[src/rtl/csr_bus_pkg.sv]
package csr_bus_pkg;

  // wishbone address and data widths
  localparam int BUS_AW = 32;
  localparam int BUS_DW = 32;

  // access kind, taken from WE_I
  typedef enum logic {
    BUS_READ  = 1'b0,
    BUS_WRITE = 1'b1
  } bus_op_e;

endpackage

[src/rtl/csr_map_pkg.sv]
package csr_map_pkg;

  // each peripheral owns a 2 KB window
  localparam int WINDOW_LSB = 11;
  localparam int unsigned WINDOW_SIZE = 1 << WINDOW_LSB;

  // window bases
  localparam logic [31:0] CTRL_BASE  = 32'hF000_0000;
  localparam logic [31:0] LEDS_BASE  = 32'hF000_3800;
  localparam logic [31:0] CLINT_BASE = 32'hF000_4000;

  // ctrl block
  localparam logic [31:0] ADR_CTRL_RESET      = CTRL_BASE + 32'h0;
  localparam logic [31:0] ADR_CTRL_SCRATCH    = CTRL_BASE + 32'h4;
  localparam logic [31:0] ADR_CTRL_BUS_ERRORS = CTRL_BASE + 32'h8;

  // leds block
  localparam logic [31:0] ADR_LEDS_OUT = LEDS_BASE + 32'h0;

  // core-local timer
  localparam logic [31:0] ADR_MTIME    = CLINT_BASE + 32'h0;
  localparam logic [31:0] ADR_MTIMECMP = CLINT_BASE + 32'h4;

  // register selected by a decoded request
  typedef enum logic [2:0] {
    REG_CTRL_RESET      = 3'd0,
    REG_CTRL_SCRATCH    = 3'd1,
    REG_CTRL_BUS_ERRORS = 3'd2,
    REG_LEDS_OUT        = 3'd3,
    REG_MTIME           = 3'd4,
    REG_MTIMECMP        = 3'd5,
    REG_NONE            = 3'd7
  } csr_reg_e;

endpackage

[src/rtl/csr_and_clint.sv]
`timescale 1ns/10ps

module csr_and_clint
  import csr_bus_pkg::*;
  import csr_map_pkg::*;
#(
  parameter int TIMER_DIV = 1
) (
  input  logic              CLK_I,
  input  logic              RST_I,
  input  logic [BUS_AW-1:0] ADR_I,
  input  logic [BUS_DW-1:0] DAT_I,
  input  logic              CYC_I,
  input  logic              STB_I,
  input  logic              WE_I,
  input  logic [3:0]        SEL_I,
  output logic [BUS_DW-1:0] DAT_O,
  output logic              ACK_O,
  output logic [7:0]        leds,
  output logic              timer_irq
);

  // decode to regfile
  logic              req_valid;
  bus_op_e           req_op;
  csr_reg_e          req_reg;
  logic [BUS_DW-1:0] req_wdata;
  logic              req_wen_lane0;

  // regfile to response
  logic              rsp_valid;
  logic [BUS_DW-1:0] rsp_rdata;

  csr_decode i_decode (
    .CLK_I         (CLK_I),
    .RST_I         (RST_I),
    .ADR_I         (ADR_I),
    .DAT_I         (DAT_I),
    .CYC_I         (CYC_I),
    .STB_I         (STB_I),
    .WE_I          (WE_I),
    .SEL_I         (SEL_I),
    .req_valid     (req_valid),
    .req_op        (req_op),
    .req_reg       (req_reg),
    .req_wdata     (req_wdata),
    .req_wen_lane0 (req_wen_lane0)
  );

  csr_regfile #(
    .TIMER_DIV (TIMER_DIV)
  ) i_regfile (
    .CLK_I         (CLK_I),
    .RST_I         (RST_I),
    .req_valid     (req_valid),
    .req_op        (req_op),
    .req_reg       (req_reg),
    .req_wdata     (req_wdata),
    .req_wen_lane0 (req_wen_lane0),
    .rsp_valid     (rsp_valid),
    .rsp_rdata     (rsp_rdata),
    .leds          (leds),
    .timer_irq     (timer_irq)
  );

  csr_response i_response (
    .CLK_I     (CLK_I),
    .RST_I     (RST_I),
    .rsp_valid (rsp_valid),
    .rsp_rdata (rsp_rdata),
    .ACK_O     (ACK_O),
    .DAT_O     (DAT_O)
  );

endmodule

[src/rtl/csr_decode.sv]
`timescale 1ns/10ps

module csr_decode
  import csr_bus_pkg::*;
  import csr_map_pkg::*;
(
  input  logic              CLK_I,
  input  logic              RST_I,
  input  logic [BUS_AW-1:0] ADR_I,
  input  logic [BUS_DW-1:0] DAT_I,
  input  logic              CYC_I,
  input  logic              STB_I,
  input  logic              WE_I,
  input  logic [3:0]        SEL_I,
  output logic              req_valid,
  output bus_op_e           req_op,
  output csr_reg_e          req_reg,
  output logic [BUS_DW-1:0] req_wdata,
  output logic              req_wen_lane0
);

  // low address bits give the offset inside a window
  localparam logic [BUS_AW-1:0] OFS_MASK = BUS_AW'(WINDOW_SIZE - 1);

  logic req_hit;

  function automatic logic in_window(input logic [BUS_AW-1:0] adr,
                                     input logic [BUS_AW-1:0] base);
    in_window = adr[BUS_AW-1:WINDOW_LSB] == base[BUS_AW-1:WINDOW_LSB];
  endfunction

  function automatic logic at_offset(input logic [BUS_AW-1:0] adr,
                                     input logic [BUS_AW-1:0] reg_adr);
    at_offset = (adr & OFS_MASK) == (reg_adr & OFS_MASK);
  endfunction

  // uart and ethernet windows fall through to REG_NONE
  function automatic csr_reg_e decode_reg(input logic [BUS_AW-1:0] adr);
    csr_reg_e sel;
    sel = REG_NONE;
    if (in_window(adr, CTRL_BASE)) begin
      if (at_offset(adr, ADR_CTRL_RESET)) begin
        sel = REG_CTRL_RESET;
      end else if (at_offset(adr, ADR_CTRL_SCRATCH)) begin
        sel = REG_CTRL_SCRATCH;
      end else if (at_offset(adr, ADR_CTRL_BUS_ERRORS)) begin
        sel = REG_CTRL_BUS_ERRORS;
      end
    end else if (in_window(adr, LEDS_BASE)) begin
      if (at_offset(adr, ADR_LEDS_OUT)) begin
        sel = REG_LEDS_OUT;
      end
    end else if (in_window(adr, CLINT_BASE)) begin
      if (at_offset(adr, ADR_MTIME)) begin
        sel = REG_MTIME;
      end else if (at_offset(adr, ADR_MTIMECMP)) begin
        sel = REG_MTIMECMP;
      end
    end
    return sel;
  endfunction

  // pipelined mode, every strobed cycle is a new request
  assign req_hit = CYC_I & STB_I;

  always_ff @(posedge CLK_I or posedge RST_I) begin
    if (RST_I) begin
      req_valid <= 1'b0;
    end else begin
      req_valid <= req_hit;
    end
  end

  always_ff @(posedge CLK_I) begin
    if (req_hit) begin
      req_op        <= WE_I ? BUS_WRITE : BUS_READ;
      req_reg       <= decode_reg(ADR_I);
      req_wdata     <= DAT_I;
      // only byte lane 0 carries register data
      req_wen_lane0 <= SEL_I[0];
    end
  end

endmodule

[src/rtl/csr_regfile.sv]
`timescale 1ns/10ps

module csr_regfile
  import csr_bus_pkg::*;
  import csr_map_pkg::*;
#(
  parameter int TIMER_DIV = 1
) (
  input  logic              CLK_I,
  input  logic              RST_I,
  input  logic              req_valid,
  input  bus_op_e           req_op,
  input  csr_reg_e          req_reg,
  input  logic [BUS_DW-1:0] req_wdata,
  input  logic              req_wen_lane0,
  output logic              rsp_valid,
  output logic [BUS_DW-1:0] rsp_rdata,
  output logic [7:0]        leds,
  output logic              timer_irq
);

  localparam int PRE_W = (TIMER_DIV > 1) ? $clog2(TIMER_DIV) : 1;
  localparam logic [PRE_W-1:0] PRE_LAST = PRE_W'(TIMER_DIV - 1);

  logic [7:0]        ctrl_reset;
  logic [7:0]        ctrl_scratch;
  logic [7:0]        ctrl_bus_errors;
  logic [7:0]        leds_out;
  logic [BUS_DW-1:0] mtime;
  logic [BUS_DW-1:0] mtimecmp;
  logic [PRE_W-1:0]  prescale;
  logic              tick;
  logic              wr_en;
  logic [BUS_DW-1:0] rd_data;

  function automatic logic [BUS_DW-1:0] zext8(input logic [7:0] val);
    zext8 = {{(BUS_DW - 8){1'b0}}, val};
  endfunction

  assign wr_en = req_valid && (req_op == BUS_WRITE) && req_wen_lane0;
  assign leds  = leds_out;

  // read mux sees the value before this cycle's write
  always_comb begin
    case (req_reg)
      REG_CTRL_RESET:      rd_data = zext8(ctrl_reset);
      REG_CTRL_SCRATCH:    rd_data = zext8(ctrl_scratch);
      REG_CTRL_BUS_ERRORS: rd_data = zext8(ctrl_bus_errors);
      REG_LEDS_OUT:        rd_data = zext8(leds_out);
      REG_MTIME:           rd_data = mtime;
      REG_MTIMECMP:        rd_data = mtimecmp;
      default:             rd_data = '0;
    endcase
  end

  // read-write registers, bus_errors and mtime ignore writes
  always_ff @(posedge CLK_I or posedge RST_I) begin
    if (RST_I) begin
      ctrl_reset   <= 8'h00;
      ctrl_scratch <= 8'h00;
      leds_out     <= 8'h00;
      mtimecmp     <= '1;
    end else if (wr_en) begin
      case (req_reg)
        REG_CTRL_RESET:   ctrl_reset   <= req_wdata[7:0];
        REG_CTRL_SCRATCH: ctrl_scratch <= req_wdata[7:0];
        REG_LEDS_OUT:     leds_out     <= req_wdata[7:0];
        REG_MTIMECMP:     mtimecmp     <= req_wdata;
        default: begin
        end
      endcase
    end
  end

  // unmapped accesses, saturating at 255
  always_ff @(posedge CLK_I or posedge RST_I) begin
    if (RST_I) begin
      ctrl_bus_errors <= 8'h00;
    end else if (req_valid && (req_reg == REG_NONE) && (ctrl_bus_errors != 8'hFF)) begin
      ctrl_bus_errors <= ctrl_bus_errors + 8'd1;
    end
  end

  // mtime prescaler
  assign tick = (prescale == PRE_LAST);

  always_ff @(posedge CLK_I or posedge RST_I) begin
    if (RST_I) begin
      prescale <= '0;
      mtime    <= '0;
    end else begin
      prescale <= tick ? '0 : prescale + 1'b1;
      if (tick) begin
        mtime <= mtime + 1'b1;
      end
    end
  end

  // one cycle behind the compare
  always_ff @(posedge CLK_I or posedge RST_I) begin
    if (RST_I) begin
      timer_irq <= 1'b0;
    end else begin
      timer_irq <= (mtime >= mtimecmp);
    end
  end

  always_ff @(posedge CLK_I or posedge RST_I) begin
    if (RST_I) begin
      rsp_valid <= 1'b0;
    end else begin
      rsp_valid <= req_valid;
    end
  end

  always_ff @(posedge CLK_I) begin
    if (req_valid) begin
      rsp_rdata <= rd_data;
    end
  end

endmodule

[src/rtl/csr_response.sv]
`timescale 1ns/10ps

module csr_response
  import csr_bus_pkg::*;
(
  input  logic              CLK_I,
  input  logic              RST_I,
  input  logic              rsp_valid,
  input  logic [BUS_DW-1:0] rsp_rdata,
  output logic              ACK_O,
  output logic [BUS_DW-1:0] DAT_O
);

  // one ack per response, held for a single cycle
  always_ff @(posedge CLK_I or posedge RST_I) begin
    if (RST_I) begin
      ACK_O <= 1'b0;
    end else begin
      ACK_O <= rsp_valid;
    end
  end

  // data bus idles at zero between acks
  always_ff @(posedge CLK_I or posedge RST_I) begin
    if (RST_I) begin
      DAT_O <= '0;
    end else if (rsp_valid) begin
      DAT_O <= rsp_rdata;
    end else begin
      DAT_O <= '0;
    end
  end

endmodule

[config.mk]
export PLATFORM = sky130hd
export DESIGN_NAME = csr_and_clint
export DESIGN_NICKNAME = d
export VERILOG_FILES = /design/src/rtl/csr_bus_pkg.sv /design/src/rtl/csr_map_pkg.sv /design/src/rtl/csr_and_clint.sv /design/src/rtl/csr_decode.sv /design/src/rtl/csr_regfile.sv /design/src/rtl/csr_response.sv
export SDC_FILE = /design/constraint.sdc
export NUM_CORES = 1
export LEC_CHECK = 0
export BUFFER_PORTS_ARGS = -buffer_cell sky130_fd_sc_hd__buf_2
export CORE_MARGIN = 3
export CORE_UTILIZATION = 54
export DETAILED_ROUTE_END_ITERATION = 10
export PLACE_DENSITY = 0.82
export RECOVER_POWER = 50
export SYNTH_ARGS = -nofsm -noshare
export SYNTH_HDL_FRONTEND = slang
export SYNTH_SLANG_ARGS = --single-unit
export TNS_END_PERCENT = 1
[constraint.sdc]
create_clock -name CLK_I -period 10.9 [get_ports CLK_I]
set_input_delay 0.545 -clock CLK_I [delete_from_list [all_inputs] [get_ports CLK_I]]
set_output_delay 0.545 -clock CLK_I [all_outputs]
set_load 0.03 [all_outputs]
# Word-level counts from Yosys, hierarchy flattened
# Index checks and enable logic that the tools add are counted.
word_totals:
  wordCells: 57
  out_inout_bits: 42
  latch_bits: 0
  ff_bits: 202
  memories: 0
  mem_bits_ro: 0
  inputBits: 73
  ramBits: 0
classes:
  magnitude_cmp: 1
  muxes: 13
  n_reduce_logical: 10
  bitwise: 1
  addsub: 3
  n_shift: 0
  multipliers: 0
  div: 0
  n_eq_ne: 12
op_table:
  columns: ["cell", "n"]
  rows:
  - ["case mux 32 bit (6 select lines)", 1]
  - ["equality test 21 bit, second input constant", 3]
  - ["adder 32 x 1 -> 32 bit, second input constant", 1]
  - ["greater-or-equal comparator 32 bit", 1]
  - ["zero test 32 bit", 1]
  - ["two-way mux 32 bit", 1]
  - ["two-way mux 3 bit", 8]
  - ["equality test 11 x 3 -> 1 bit, second input constant", 1]
  - ["equality test 11 x 4 -> 1 bit, second input constant", 1]
  - ["equality test 3 bit, second input constant", 3]
  - ["adder 8 x 1 -> 8 bit, second input constant", 1]
  - ["inequality test 8 bit, second input constant", 1]
  - ["AND reduction 2 bit", 4]
  - ["equality test 3 x 2 -> 1 bit, second input constant", 2]
  - ["logical AND 1 bit", 4]
  - ["equality test 3 x 1 -> 1 bit, second input constant", 1]
  - ["zero test 3 bit", 1]
  - ["two-way mux 1 bit", 2]
  - ["two-way mux 2 bit", 1]
  - ["adder 1 bit, second input constant", 1]
  - ["bitwise AND 1 bit", 1]

# Longest topological paths before layout
logic_depth:
  word_depth: 6
  mapped_depth: 7
  ltp_nobuf: 7

# By module
# Synthesis repeated with hierarchy kept, for this count alone.
hier_totals:
  cells_unflattened: 646
  hier_area_um2: 8680.8
modules_own_cells:
  columns: ["mod", "cells_each", "area_per_inst_um2", "n_inst", "seq_area_each_um2"]
  rows:
  - ["csr_regfile", 519, 6307.3, 1, 3453.3]
  - ["csr_decode", 58, 1288.7, 1, 1136.1]
  - ["csr_response", 69, 1084.8, 1, 825.8]

# Least setup slack after synthesis
# Ideal clock, no wire load.
synth_path:
  path_type: "flip-flop to flip-flop"
  from: "reg i_decode.req_valid"
  to: "reg i_regfile.ctrl_reset[0]"
  synth_period_minus_slack_ps: 2237
  arrival_time_ps: 2112
  path_slack_ps: 8663
  setup_time_ps: 125
  path_buffers: 1
  path_stages_with_launch: 5
  t_required_ps: 10775
  path_cell_list: "dfrtp_1 nand3_1 or4_1 clkbuf_1 mux2_2"
synth_via:
  elab_chain_cells: 3
synth_lines:
  columns: ["element", "line_no", "text"]
  rows:
  - ["start: declaration", "csr_decode.sv:15", "output logic req_valid,"]
  - ["start signal: assignment", "csr_decode.sv:70", "req_valid <= req_hit;"]
  - ["logical AND 1 bit (2 in series)", "csr_regfile.sv:40", "assign wr_en = req_valid && (req_op == BUS_WRITE) && req_wen_lane0;"]
  - ["AND reduction 2 bit (no line)", null, null]
  - ["end signal: assignment", "csr_regfile.sv:65", "REG_CTRL_RESET: ctrl_reset <= req_wdata[7:0];"]
  - ["end: declaration", "csr_regfile.sv:25", "logic [7:0] ctrl_reset;"]
# Every way passes these cells.
# A chain may end at the register's enable or synchronous reset.

# Final worst setup path
layout_path:
  from: "reg i_decode.req_valid"
  to: "reg i_regfile.leds_out[7], in the netlist i_regfile.leds[7]"
layout_via:
  elab_chain_cells: 3
layout_lines:
  columns: ["element", "line_no", "text"]
  rows:
  - ["logical AND 1 bit (2 in series)", "csr_regfile.sv:40", null]
  - ["AND reduction 2 bit (no line)", null, null]
  - ["end signal: assignment", "csr_regfile.sv:67", "REG_LEDS_OUT: leds_out <= req_wdata[7:0];"]
  - ["end: declaration", "csr_regfile.sv:28", "logic [7:0] leds_out;"]
# Every way passes these cells.

==> results.toml <==
[place]
hpwl_microns = 12100
io_buffers = 111
gp_congestion = 0.900
dpl.cell_count = 951
dpl_worst_slack_ps = 8230

[layout]
layout.nets = 870
drive_gt1_share_pct = 27.3
fin_cells = 988
area_growth_pct = 16.4
final_core_util_pct = 64.9
diodes = 0

[detailed_routing]
firstDrtPassIters = 5
vias = 5573
via_per_inst = 5.64
drc = 0
wl_per_cell_microns = 18.2
totalWireLength_microns = 18000
ant_nets = 0
drt-initial-drc-count = 396

[sta]
rsz0062_at_grt = "no"
post-route-period-util_pct = 31.0
max_slew_margin_pct = -89.4
timing.final.ws_setup_ps = 7530
min_period_ps = 3370
maxSlewViolCount = 142
fin_worst_skew_ps = 11.0
tns_ps = 0
tightest_slew_ps = 2820
fmax_mhz = 296
setup_viol_count_final = 0
hold_violations = 0

[grt]
grt_pass1_vias = 5969
top_usage_layer = "met2"
grtUsageMet2_pct = 36.1
grtUsageTotal_pct = 20.9
grt_antenna_before_repair = 0
grt_pass1_wl_microns = 29700
grtUsageMet3_pct = 3.17
met1_usage_pct = 27.4
grt.overflow.total = 0
grt_max_degree = 68

[clock_network]
cts_buffers = 21
cts-root-buf = "clkbuf_16"
clk_latency_ps = 490
hold_buffers = 0
h-tree-depth = 1
clk_pin_slew_ps = 60
tritoncts = "yes"
clock-sinks = 201
clock_path_buffers = 3
cts_setup_buffers = 0
ctsResizeCount = 0

[floorplanning]
rows = 45
dieWidth_microns = 132
die_y_microns = 132
fp.coreArea_sq_um = 15300
fp.dieArea_sq_um = 17400
start_util_pct = 55.8
ios = 115

[worst_setup_path]
rr_endpoint = "i_regfile.leds[7]"
cp_slowest_cell = "clkbuf_1"
rr_worst_depth = 4
startpoint_type = "flip-flop"
reg2reg_from = "i_decode.req_valid"
criticalPathCategory = "reg -> reg"
cp.required_ps = 11270
critical_path.max_stage_delay_ps = 1460
crit_path_start = "i_decode.req_valid"
crit_chain = "clkbuf_1 > nand4_1 > nor2_1 > mux2_2"
r2r_slack_ps = 7530
critPathMaxFanout = 35
end_kind = "flip-flop"
cp.arrival_ps = 3740

[power]
p_leak_nw = 4.30
seqPwrFrac_pct = 52.1
p_comb_share_pct = 8.0
peakVddDrop_mv = 0.103
netSwitchingFraction_pct = 23.3
p_per_area_nw_per_um2 = 167
p_int_mw = 1.27
switchingPower_mw = 0.386
p_clk_share_pct = 39.9

[synthesis]
yosys_register_bits = 201
seq_area_frac_synth_pct = 63.4
synthMostInstantiatedCell = "dfrtp_1"
yosysTopAreaCellShare_pct = 29.3
ys.flop_type = "dfrtp_1"
synth_edf_count = 69
syn_nets = 753
syn_area_sq_um = 8540
yosys_warnings = 0
ys_types = 50
async_flop_share_pct = 65.7
syn_area_per_cell_sq_um = 13.2
synth.top_cells.by_area = "dfrtp_1, edfxtp_1, dfstp_2, ha_1, mux2_2"
synth_cells = 646
synth_area_leader_cell = "dfrtp_1"
synth_common_cells = "dfrtp_1, edfxtp_1, nand2_1"

[run]
max-cap-violations = 3

[worst_hold_path]
hold_end = "i_decode.req_wdata[2]"
hp-class = "in -> reg"
holdPathStages = 1
hold_start = "DAT_I[2]"

[run_status]
status = "finished, violations left"
violations = "max-capacitance violations, max-slew violations"
## cell type report
type                       instances  area, sq um
sequential                       201         5420
fill                            1134         5370
multi-input combinational        382         2890
clock buffer                      29          587
timing repair buffer             117          587
tap                              211          264
inverter                          40          151
clock inverter                     8         46.3
## power groups by stage
stage	combinational, mW	sequential [mW]	clock, mW
floorplan	0.0733	0.881	0
global placement	0.126	0.872	0
detailed placement	0.133	0.875	0
CTS	0.134	0.862	0.674
global route	0.146	0.868	0.704
finish	0.132	0.863	0.660
## layer usage
metal	wire length, microns	vias up
met2	8940	219
met3	1280	40
met1	7370	2767
met5	0	-
met4	405	0
li1	-	2547
## metrics by stage
step	hold WS [ps]	cell area (sq um)	power, mW
6_report	232	9940	1.66
5_1_grt	215	9940	1.72
4_1_cts	217	9960	1.67
3_5_place_dp	440	9330	1.01
3_3_place_gp	439	9330	0.998
2_1_floorplan	412	8540	0.954
## layout by cell type, fill, tap and decap left out, types with 22 or more instances in the layout
master	n
dfrtp_1	100
a22o_1	24
o21ai_0	37
edfxtp_1	69
inv_1	39
xnor2_1	32
and2_0	22
dfstp_2	32
nand2_1	53
buf_2	103
ha_1	34
mux2_2	28
clkbuf_16	22
## how the worst max path moves through the flow
stage,cells past startpoint,slack (ps),to
after detailed placement,5,8230,i_regfile.mtimecmp[8]
after global routing,4,7280,i_regfile.ctrl_scratch[1]
after floorplan,1,6880,i_decode.req_valid
after CTS,5,8220,i_regfile.mtimecmp[15]
after global placement,5,8270,i_regfile.mtimecmp[8]
final,4,7530,i_regfile.leds[7]
## worst max-delay path, delay by kind of cell (launching register included)
family	cells	cell delay (ps)
buffers and inverters	1	1460
DFF	1	350
muxes	1	410
and+or+nand+nor	2	1030
## cells by family after synthesis
family | share of synthesized area [%]
multiplexers | 6.06
adder cells (fa/ha/maj) | 4.98
XOR/XNOR | 3.79
buffers and inverters | 2.83
AO/OA/AOI/OAI | 7.50
AND/OR/NAND/NOR | 11.4
flip-flops | 63.4
No activity file was read; power rests on OpenSTA's default activity.
